### src/common/cache_pkg.sv
// Shared widths, message formats and FSM states for the blocking cache
// Word requests must stay inside one 32-bit word; memory len counts bytes, 0 means a full line

package cache_pkg;

  // --------------------
  // Geometry
  // --------------------
  localparam int data_bits     = 32;
  localparam int addr_bits     = 32;
  localparam int line_bits     = 128;
  localparam int num_lines     = 16;
  localparam int idx_bits      = 4;
  localparam int off_bits      = 4;
  localparam int tag_bits      = 24;
  localparam int opq_bits      = 8;
  localparam int len_bits      = 2;
  localparam int len_line_bits = 4;

  // Credits held at reset for the memory request channel
  localparam int mem_credits   = 2;
  // Counter width for both credit counters
  localparam int credit_bits   = 3;

  // --------------------
  // Messages
  // --------------------
  typedef enum logic {
    msg_read  = 1'b0,
    msg_write = 1'b1
  } msg_type_e;

  typedef struct packed {
    msg_type_e             type_;
    logic [opq_bits-1:0]   opaque;
    logic [addr_bits-1:0]  addr;
    logic [len_bits-1:0]   len;   // 0 is a full word
    logic [data_bits-1:0]  data;  // Low bytes hold the payload
  } cache_req_t;

  typedef struct packed {
    msg_type_e             type_;
    logic [opq_bits-1:0]   opaque;
    logic [len_bits-1:0]   len;
    logic [data_bits-1:0]  data;
  } cache_resp_t;

  typedef struct packed {
    msg_type_e               type_;
    logic [opq_bits-1:0]     opaque;
    logic [addr_bits-1:0]    addr;
    logic [len_line_bits-1:0] len;
    logic [line_bits-1:0]    data;
  } mem_req_t;

  typedef struct packed {
    msg_type_e               type_;
    logic [opq_bits-1:0]     opaque;
    logic [len_line_bits-1:0] len;
    logic [line_bits-1:0]    data;
  } mem_resp_t;

  // Request address, flat or split for lookup
  typedef union packed {
    logic [addr_bits-1:0] word;
    struct packed {
      logic [tag_bits-1:0] tag;
      logic [idx_bits-1:0] idx;
      logic [1:0]          word_off;
      logic [1:0]          byte_off;
    } f;
  } cache_addr_u;

  typedef enum logic [2:0] {
    st_idle,
    st_tag_check,
    st_refill_req,
    st_refill_wait,
    st_write_req,
    st_write_wait,
    st_resp
  } cache_state_e;

endpackage

### src/common/cache_ctrl_if.sv
// Control strobes from the cache FSM and status back from the datapath
// memresp_val comes in as a port so the datapath can check its timing

`timescale 1ns/1ps

interface cache_ctrl_if import cache_pkg::*; (
  input logic memresp_val
);

  // Strobes from control
  logic         req_load;
  logic         resp_load_hit;
  logic         resp_load_mem;
  logic         tag_wen;
  logic         data_wen_line;
  logic         data_wen_word;
  logic         memreq_sel_line;
  cache_state_e state;

  // Status from datapath
  msg_type_e    req_type;
  logic         tag_hit;

  modport ctrl (
    output req_load, resp_load_hit, resp_load_mem,
    output tag_wen, data_wen_line, data_wen_word,
    output memreq_sel_line, state,
    input  req_type, tag_hit
  );

  modport dpath (
    input  req_load, resp_load_hit, resp_load_mem,
    input  tag_wen, data_wen_line, data_wen_word,
    input  memreq_sel_line, state, memresp_val,
    output req_type, tag_hit
  );

endinterface

### src/cache/cache_tag_array.sv
// Valid bits and tags for a direct-mapped cache
// Hit is combinational on the addressed line

`timescale 1ns/1ps

module cache_tag_array import cache_pkg::*; (
  input  logic                clk,
  input  logic                rst_n,
  input  logic [idx_bits-1:0] index,
  input  logic [tag_bits-1:0] tag,
  input  logic                wen,
  output logic                hit
);

  logic [num_lines-1:0] valid_q;
  logic [tag_bits-1:0]  tag_mem [num_lines];

  // --------------------
  // Valid bits
  // --------------------
  always_ff @(posedge clk) begin
    if (!rst_n) begin
      valid_q <= '0;
    end else if (wen) begin
      valid_q[index] <= 1'b1;
    end
  end

  // Tag storage, refilled lines only
  always_ff @(posedge clk) begin
    if (wen) begin
      tag_mem[index] <= tag;
    end
  end

  // --------------------
  // Lookup
  // --------------------
  // Hit needs both a live line and matching tag
  assign hit = valid_q[index] && (tag_mem[index] == tag);

endmodule

### src/cache/cache_dpath.sv
// Blocking cache datapath: request hold, data array, merge and message formation
// Sub-word accesses must not cross a word; payload data is right-aligned as in memory

`timescale 1ns/1ps

module cache_dpath import cache_pkg::*; (
  input  logic        clk,
  input  logic        rst_n,
  input  cache_req_t  cachereq_msg,
  output cache_resp_t cacheresp_msg,
  output mem_req_t    memreq_msg,
  input  mem_resp_t   memresp_msg,
  cache_ctrl_if.dpath dp
);

  cache_req_t           req_q;
  cache_addr_u          addr_q;
  logic [3:0]           len_mask;
  logic [3:0]           byte_mask;
  logic [2:0]           len_bytes;
  logic [data_bits-1:0] wdata_shifted;
  logic [line_bits-1:0] data_mem [num_lines];
  logic [line_bits-1:0] merged_line;
  logic [data_bits-1:0] hit_word;
  logic [data_bits-1:0] mem_word;
  logic [data_bits-1:0] resp_data_q;

  // Word out of a line, shifted down and trimmed to the access size
  function automatic logic [data_bits-1:0] pick_word(
    input logic [line_bits-1:0] line,
    input cache_addr_u          a,
    input logic [3:0]           lmask
  );
    logic [data_bits-1:0] w;
    logic [data_bits-1:0] m;
    w = line[a.f.word_off*data_bits +: data_bits];
    w = w >> {a.f.byte_off, 3'b000};
    m = {{8{lmask[3]}}, {8{lmask[2]}}, {8{lmask[1]}}, {8{lmask[0]}}};
    return w & m;
  endfunction

  // --------------------
  // Request hold
  // --------------------
  always_ff @(posedge clk) begin
    if (dp.req_load) begin
      req_q <= cachereq_msg;
    end
  end

  assign addr_q.word = req_q.addr;
  assign dp.req_type = req_q.type_;

  // Length 0 is a full word
  always_comb begin
    case (req_q.len)
      2'd1:    len_mask = 4'b0001;
      2'd2:    len_mask = 4'b0011;
      2'd3:    len_mask = 4'b0111;
      default: len_mask = 4'b1111;
    endcase
  end

  assign len_bytes     = (req_q.len == '0) ? 3'd4 : {1'b0, req_q.len};
  assign byte_mask     = len_mask << addr_q.f.byte_off;
  assign wdata_shifted = req_q.data << {addr_q.f.byte_off, 3'b000};

  // --------------------
  // Tags and data
  // --------------------
  cache_tag_array tags_i (
    .clk   (clk),
    .rst_n (rst_n),
    .index (addr_q.f.idx),
    .tag   (addr_q.f.tag),
    .wen   (dp.tag_wen),
    .hit   (dp.tag_hit)
  );

  // Write hit, replace only the enabled bytes
  always_comb begin
    merged_line = data_mem[addr_q.f.idx];
    for (int b = 0; b < 4; b++) begin
      if (byte_mask[b]) begin
        merged_line[(int'(addr_q.f.word_off) * 4 + b) * 8 +: 8] = wdata_shifted[b*8 +: 8];
      end
    end
  end

  always_ff @(posedge clk) begin
    if (dp.data_wen_line) begin
      data_mem[addr_q.f.idx] <= memresp_msg.data;
    end else if (dp.data_wen_word) begin
      data_mem[addr_q.f.idx] <= merged_line;
    end
  end

  // --------------------
  // Response
  // --------------------
  assign hit_word = pick_word(data_mem[addr_q.f.idx], addr_q, len_mask);
  // Write acks carry no data
  assign mem_word = (req_q.type_ == msg_write) ? '0
                  : pick_word(memresp_msg.data, addr_q, len_mask);

  always_ff @(posedge clk) begin
    if (dp.resp_load_hit) begin
      resp_data_q <= hit_word;
    end else if (dp.resp_load_mem) begin
      resp_data_q <= mem_word;
    end
  end

  assign cacheresp_msg.type_  = req_q.type_;
  assign cacheresp_msg.opaque = req_q.opaque;
  assign cacheresp_msg.len    = req_q.len;
  assign cacheresp_msg.data   = resp_data_q;

  // Memory request, line read on refill else word write-through
  always_comb begin
    memreq_msg.opaque = req_q.opaque;
    if (dp.memreq_sel_line) begin
      memreq_msg.type_ = msg_read;
      memreq_msg.addr  = {req_q.addr[addr_bits-1:off_bits], {off_bits{1'b0}}};
      memreq_msg.len   = '0;
      memreq_msg.data  = '0;
    end else begin
      memreq_msg.type_ = msg_write;
      memreq_msg.addr  = req_q.addr;
      memreq_msg.len   = len_line_bits'(len_bytes);
      memreq_msg.data  = line_bits'(req_q.data);
    end
  end

  // Memory answers only what the FSM is waiting for
  a_memresp_in_wait: assert property (@(posedge clk) disable iff (!rst_n)
    dp.memresp_val |-> (dp.state == st_refill_wait || dp.state == st_write_wait));

endmodule

### src/cache/cache_ctrl.sv
// Blocking cache FSM, one transaction in flight
// Response and memory request channels are credit based; memory responses are not

`timescale 1ns/1ps

module cache_ctrl import cache_pkg::*; (
  input  logic       clk,
  input  logic       rst_n,
  input  logic       cachereq_val,
  output logic       cachereq_credit,
  output logic       cacheresp_val,
  input  logic       cacheresp_credit,
  output logic       memreq_val,
  input  logic       memreq_credit,
  input  logic       memresp_val,
  cache_ctrl_if.ctrl ctrl
);

  cache_state_e           state_q;
  cache_state_e           state_d;
  logic [credit_bits-1:0] resp_cnt_q;
  logic [credit_bits-1:0] mem_cnt_q;
  logic                   resp_ok;
  logic                   mem_ok;

  assign resp_ok = (resp_cnt_q != '0);
  assign mem_ok  = (mem_cnt_q != '0);

  // --------------------
  // Channel handshakes
  // --------------------
  assign cacheresp_val   = (state_q == st_resp) && resp_ok;
  // Requester gets its credit back with the response
  assign cachereq_credit = cacheresp_val;
  assign memreq_val      = (state_q == st_refill_req || state_q == st_write_req) && mem_ok;

  always_ff @(posedge clk) begin
    if (!rst_n) begin
      resp_cnt_q <= '0;
      mem_cnt_q  <= credit_bits'(mem_credits);
    end else begin
      resp_cnt_q <= resp_cnt_q + credit_bits'(cacheresp_credit)
                  - credit_bits'(cacheresp_val);
      mem_cnt_q  <= mem_cnt_q + credit_bits'(memreq_credit)
                  - credit_bits'(memreq_val);
    end
  end

  // --------------------
  // FSM
  // --------------------
  always_ff @(posedge clk) begin
    if (!rst_n) begin
      state_q <= st_idle;
    end else begin
      state_q <= state_d;
    end
  end

  always_comb begin
    state_d              = state_q;
    ctrl.req_load        = 1'b0;
    ctrl.resp_load_hit   = 1'b0;
    ctrl.resp_load_mem   = 1'b0;
    ctrl.tag_wen         = 1'b0;
    ctrl.data_wen_line   = 1'b0;
    ctrl.data_wen_word   = 1'b0;
    ctrl.memreq_sel_line = (state_q == st_refill_req);
    case (state_q)
      st_idle: begin
        if (cachereq_val) begin
          ctrl.req_load = 1'b1;
          state_d       = st_tag_check;
        end
      end
      st_tag_check: begin
        if (ctrl.req_type == msg_write) begin
          // Update on hit, memory always
          ctrl.data_wen_word = ctrl.tag_hit;
          state_d            = st_write_req;
        end else if (ctrl.tag_hit) begin
          ctrl.resp_load_hit = 1'b1;
          state_d            = st_resp;
        end else begin
          state_d = st_refill_req;
        end
      end
      st_refill_req: begin
        if (mem_ok) state_d = st_refill_wait;
      end
      st_refill_wait: begin
        if (memresp_val) begin
          ctrl.data_wen_line = 1'b1;
          ctrl.tag_wen       = 1'b1;
          ctrl.resp_load_mem = 1'b1;
          state_d            = st_resp;
        end
      end
      st_write_req: begin
        if (mem_ok) state_d = st_write_wait;
      end
      st_write_wait: begin
        if (memresp_val) begin
          ctrl.resp_load_mem = 1'b1;
          state_d            = st_resp;
        end
      end
      st_resp: begin
        // Held here until a response credit exists
        if (resp_ok) state_d = st_idle;
      end
      default: state_d = st_idle;
    endcase
  end

  assign ctrl.state = state_q;

  // --------------------
  // Credit checks
  // --------------------
  // Requester never grants more response credits than the counter holds
  a_resp_credit: assert property (@(posedge clk) disable iff (!rst_n)
    (cacheresp_credit && !cacheresp_val) |-> resp_cnt_q != '1);

  // Memory never returns more credits than it was given
  a_mem_credit_max: assert property (@(posedge clk) disable iff (!rst_n)
    mem_cnt_q <= credit_bits'(mem_credits));

endmodule

### src/design/blocking_cache_top.sv
// Blocking direct-mapped write-through cache, 256 bytes in 16 lines
// Requester holds one request credit after reset and grants response credits

`timescale 1ns/1ps

module blocking_cache_top import cache_pkg::*; (
  input  logic        clk,
  input  logic        rst_n,

  // Cache request
  input  logic        cachereq_val,
  input  cache_req_t  cachereq_msg,
  output logic        cachereq_credit,

  // Cache response
  output logic        cacheresp_val,
  output cache_resp_t cacheresp_msg,
  input  logic        cacheresp_credit,

  // Memory request
  output logic        memreq_val,
  output mem_req_t    memreq_msg,
  input  logic        memreq_credit,

  // Memory response, no credits
  input  logic        memresp_val,
  input  mem_resp_t   memresp_msg
);

  cache_ctrl_if ctrl_bus (.memresp_val(memresp_val));

  cache_ctrl ctrl_i (
    .clk              (clk),
    .rst_n            (rst_n),
    .cachereq_val     (cachereq_val),
    .cachereq_credit  (cachereq_credit),
    .cacheresp_val    (cacheresp_val),
    .cacheresp_credit (cacheresp_credit),
    .memreq_val       (memreq_val),
    .memreq_credit    (memreq_credit),
    .memresp_val      (memresp_val),
    .ctrl             (ctrl_bus.ctrl)
  );

  cache_dpath dpath_i (
    .clk           (clk),
    .rst_n         (rst_n),
    .cachereq_msg  (cachereq_msg),
    .cacheresp_msg (cacheresp_msg),
    .memreq_msg    (memreq_msg),
    .memresp_msg   (memresp_msg),
    .dp            (ctrl_bus.dpath)
  );

endmodule

### config.mk
export PLATFORM = sky130hd
export DESIGN_NAME = blocking_cache_top
export DESIGN_NICKNAME = d
export VERILOG_FILES = /design/src/common/cache_pkg.sv /design/src/common/cache_ctrl_if.sv /design/src/cache/cache_tag_array.sv /design/src/cache/cache_dpath.sv /design/src/cache/cache_ctrl.sv /design/src/design/blocking_cache_top.sv
export SDC_FILE = /design/constraint.sdc
export NUM_CORES = 2
export LEC_CHECK = 0
export ABC_CLOCK_PERIOD_IN_PS = 47000
export BUFFER_PORTS_ARGS = -buffer_cell sky130_fd_sc_hd__buf_2
export CAP_MARGIN = 30
export CORE_MARGIN = 2
export CORE_UTILIZATION = 66
export DETAILED_ROUTE_END_ITERATION = 8
export GPL_ROUTABILITY_DRIVEN = 0
export GPL_TIMING_DRIVEN = 1
export MAX_ROUTING_LAYER = met4
export PLACE_DENSITY = 0.86
export SLEW_MARGIN = 20
export SYNTH_ARGS = -nofsm -noshare
export SYNTH_HDL_FRONTEND = slang
export SYNTH_SLANG_ARGS = --single-unit
### constraint.sdc
create_clock -name clk -period 47 [get_ports clk]
set_input_delay 4.7 -clock clk [delete_from_list [all_inputs] [get_ports clk]]
set_output_delay 4.7 -clock clk [all_outputs]
set_load 0.05 [all_outputs]
==> out/qor.txt <==
Postcts setup bufs = 0
Die area = 162100 um^2
RSZ-0062 raised after global routing = false
Core Area = 158000 um^2
#FFs+latches synth = 2568
Synth Flop Type = edfxtp_1
Hpwl dp = 164.4 mm
H-tree depth = 4
Drt drc = 8
First-pass GRT wire length = 435.8 mm
Most used routing layer in global routing = met2
Seq/Total Area, Yosys = 73.26%
I/O pin count = 441
Required @ worst endpoint = 47.54 ns
Max-cap check violation count = 1
Crit share post-route = 18.71%
Pre-antenna DRT Iters = 9
Synth Area in Simple Gates = 2.304%
Crit path kind = reg2reg
CTS tree = built
Chip width = 402.6 um
Setup TNS = 0 ns
Layout cells sized above 1 = 27.72%
CTS Buf Count = 234
Final Hold Viols = 0
Cts hold-fix bufs = 0
Critical Path, Cell by Cell = buf_4, buf_4, nor2b_1, a22oi_1, a31oi_1, o211a_1, o221ai_1, nor4_2, nand4_1, buf_4, a2111oi_2, buf_4, buf_4, buf_4, buf_16
Final #Nets = 5746
Fillers = 7858
Total grt overflow = 0
Post-Syn Area per Cell = 20.44 um^2
Worst Path Arrival = 9.33 ns
Number of DRC markers in iteration 0 = 12360
Violated checks = DRC, capacitance limit, slew limit
Initial Utilization = 66.36%
Pwr Total = 0.005746 W
Initial antenna violation count = 47
Met3 global-route usage = 14.61%
Ys async rst share = 0%
Synthesized cell area = 104900 um^2
Met1 usage = 48.33%
Max Clock Skew = 0.06372 ns
Max Slew Vio Count = 5
CP Capture Type = flip-flop
Vias in the first global route = 59910
WL/cell = 40.89 um
Combinational family with the most area after synthesis = multiplexers
PwrDens = 49.41 nW/um^2
Global-route usage over all layers = 39.69%
Chip height = 402.6 um
# clock sinks = 2568
Adder-Cell Fraction of Synth Area = 0.1694%
Drt total wl = 321.4 mm
Peak supply drop = 0.03975 mV
Largest net degree at the start of global routing = 135
Post-synthesis compound-gate area fraction = 4.053%
Multi-input logic area = 25810 um^2
FF/Latch Area = 76840 um^2
Critical path peak fanout = 58
Clock slew at reported path FFs = 0.06 ns
WP buf/inv = 7
Relative slew margins = -36.82%
Critical Path Max Stage Delay = 0.90 ns
Area Growth Syn to Fin = 10.90%
YS warnings = 0
Antenna Violating Nets Remaining = 0
Fmax = 113.7 MHz
Worst path slowest cell = buf_4
CP startpoint kind = flip-flop
Setup-failing EPs final = 0
CP top delay family = buffers and inverters
Status = finished with violations
Num rows = 146
HP Class = reg2reg
EDFF count, synth = 2539
# resized after CTS = 0
Vias per cell = 7.694
GR Layer Usage met2 = 57.08%
I/O Buffers = 330
XOR/XNOR Fraction of Synth Area = 0.2172%
Mapped Cells = 5130
Mux share of post-synthesis cell area = 17.14%
Root buf cell = clkbuf_16
Clk buf depth = 3
Final min period = 8.795 ns
Via count = 60470
Area post-placement = 108300 um^2
Worst-Margin Slew = 2.039 ns
Yosys cell types = 73
Most frequent CP cell = buf_4
Worst-Skew Late Latency = 0.91 ns
Final Instance Area = 116300 um^2
Leakage = 37.64 nW
## through the flow
stage | hold slack, ns | std cells | worst slack (ns) | utilization [%]
2_1_floorplan | 0.4354 | 5226 | 21.01 | -
3_3_place_gp | 0.4406 | 7322 | 38.39 | 68.38
3_5_place_dp | 0.4539 | 7333 | 38.46 | 68.52
4_1_cts | 0.4734 | 7768 | 38.40 | 73.34
5_1_grt | 0.4859 | 7854 | 38.04 | 73.58
6_report | 0.4708 | 7860 | 38.21 | 73.59
## placed cells by master, fill, tap and decap left out, drive strengths merged, types with 33 or more instances in the layout
cell,synthesis,final
clkbuf,83,291
mux2,167,167
a21oi,54,54
a22o,107,107
mux4,648,648
edfxtp,2539,2539
a22oi,159,159
a221oi,37,37
mux2i,142,142
o21ai,69,69
conb,1,97
nor2b,57,57
o22ai,33,33
clkinv,1,114
diode,0,78
buf,352,480
nor2,89,89
nand2,276,276
## where the power goes
| part | switching, W | internal, W |
|---|---|---|
| Clock | 0.000879 | 0.00105 |
| Sequential | 0.0000506 | 0.00255 |
| Combinational | 0.000768 | 0.000442 |
## worst paths after layout
kind / startpoint / endpoint / slack (ns) / depth (start not counted)
worst max-delay path: flip-flop / dpath_i.data_mem[4][40] / 38.21 / 15
worst min-delay path: dpath_i.tags_i.valid_q[4] / dpath_i.tags_i.valid_q[4] / 0.47 / 1
worst min register to register: dpath_i.tags_i.valid_q[4] / dpath_i.tags_i.valid_q[4] / 0.47 / 1
worst max register to register: flip-flop / dpath_i.data_mem[4][40] / 38.21 / 15
## layer usage
layer	wire, um	up-vias
li1	-	22010
met1	94560	29700
met2	144700	6923
met3	56700	1839
met4	25470	0
met5	0	-
## final cells by class
class	instances	area share, %
antenna	78	0.1679
clock buffer	287	5.260
clock inverter	148	1.292
inverter	25	0.08177
multi-input combinational	2198	22.20
sequential	2568	66.08
tap	2072	2.229
timing repair buffer	484	2.696
## kinds of logic after synthesis
group | Yosys count
adder cells (fa/ha/maj) | 13
buffers and inverters | 460
multiplexers | 957
AND/OR/NAND/NOR | 530
flip-flops | 2568
XOR/XNOR | 26
AO/OA/AOI/OAI | 575
other | 1
## sequential cells by signal, summed over array words and instances (netlist names), named ones only
register                flops
dpath_i.tags_i.valid_q     16
dpath_i.addr_q             32
dpath_i.req_q              32
dpath_i.dp.req_type         1
ctrl_i.resp_cnt_q           3
dpath_i.resp_data_q        32
dpath_i.cacheresp_msg      10
ctrl_i.mem_cnt_q            3
dpath_i.data_mem         2048
dpath_i.tags_i.tag_mem    384
ctrl_i.ctrl.state           3
## synth_stat cells, drive strengths merged, types with 5 or more instances
master	count	share of area (%)
edfxtp	2539	73
mux4	648	14
buf	352	2.4
nand2	276	0.99
mux2	167	1.8
a22oi	159	1.1
mux2i	142	1.4
a22o	107	0.89
nor2	89	0.32
clkbuf	83	0.32
o21ai	69	0.33
nor2b	57	0.34
a21oi	54	0.26
a221oi	37	0.33
o22ai	33	0.20
dfxtp	29	0.55
inv	24	0.086
o31ai	21	0.15
nand3	20	0.095
o21a	19	0.14
xnor2	18	0.15
and2	17	0.10
nor3	17	0.081
a211oi	16	0.12
nand2b	13	0.078
ha	11	0.13
a31oi	10	0.060
nor4	8	0.068
xor2	8	0.067
a2111oi	7	0.058
and4	7	0.058
o211ai	6	0.052
or3	6	0.036
a311o	5	0.048
o211a	5	0.048
Note: power is estimated with default switching activity, not from simulation.
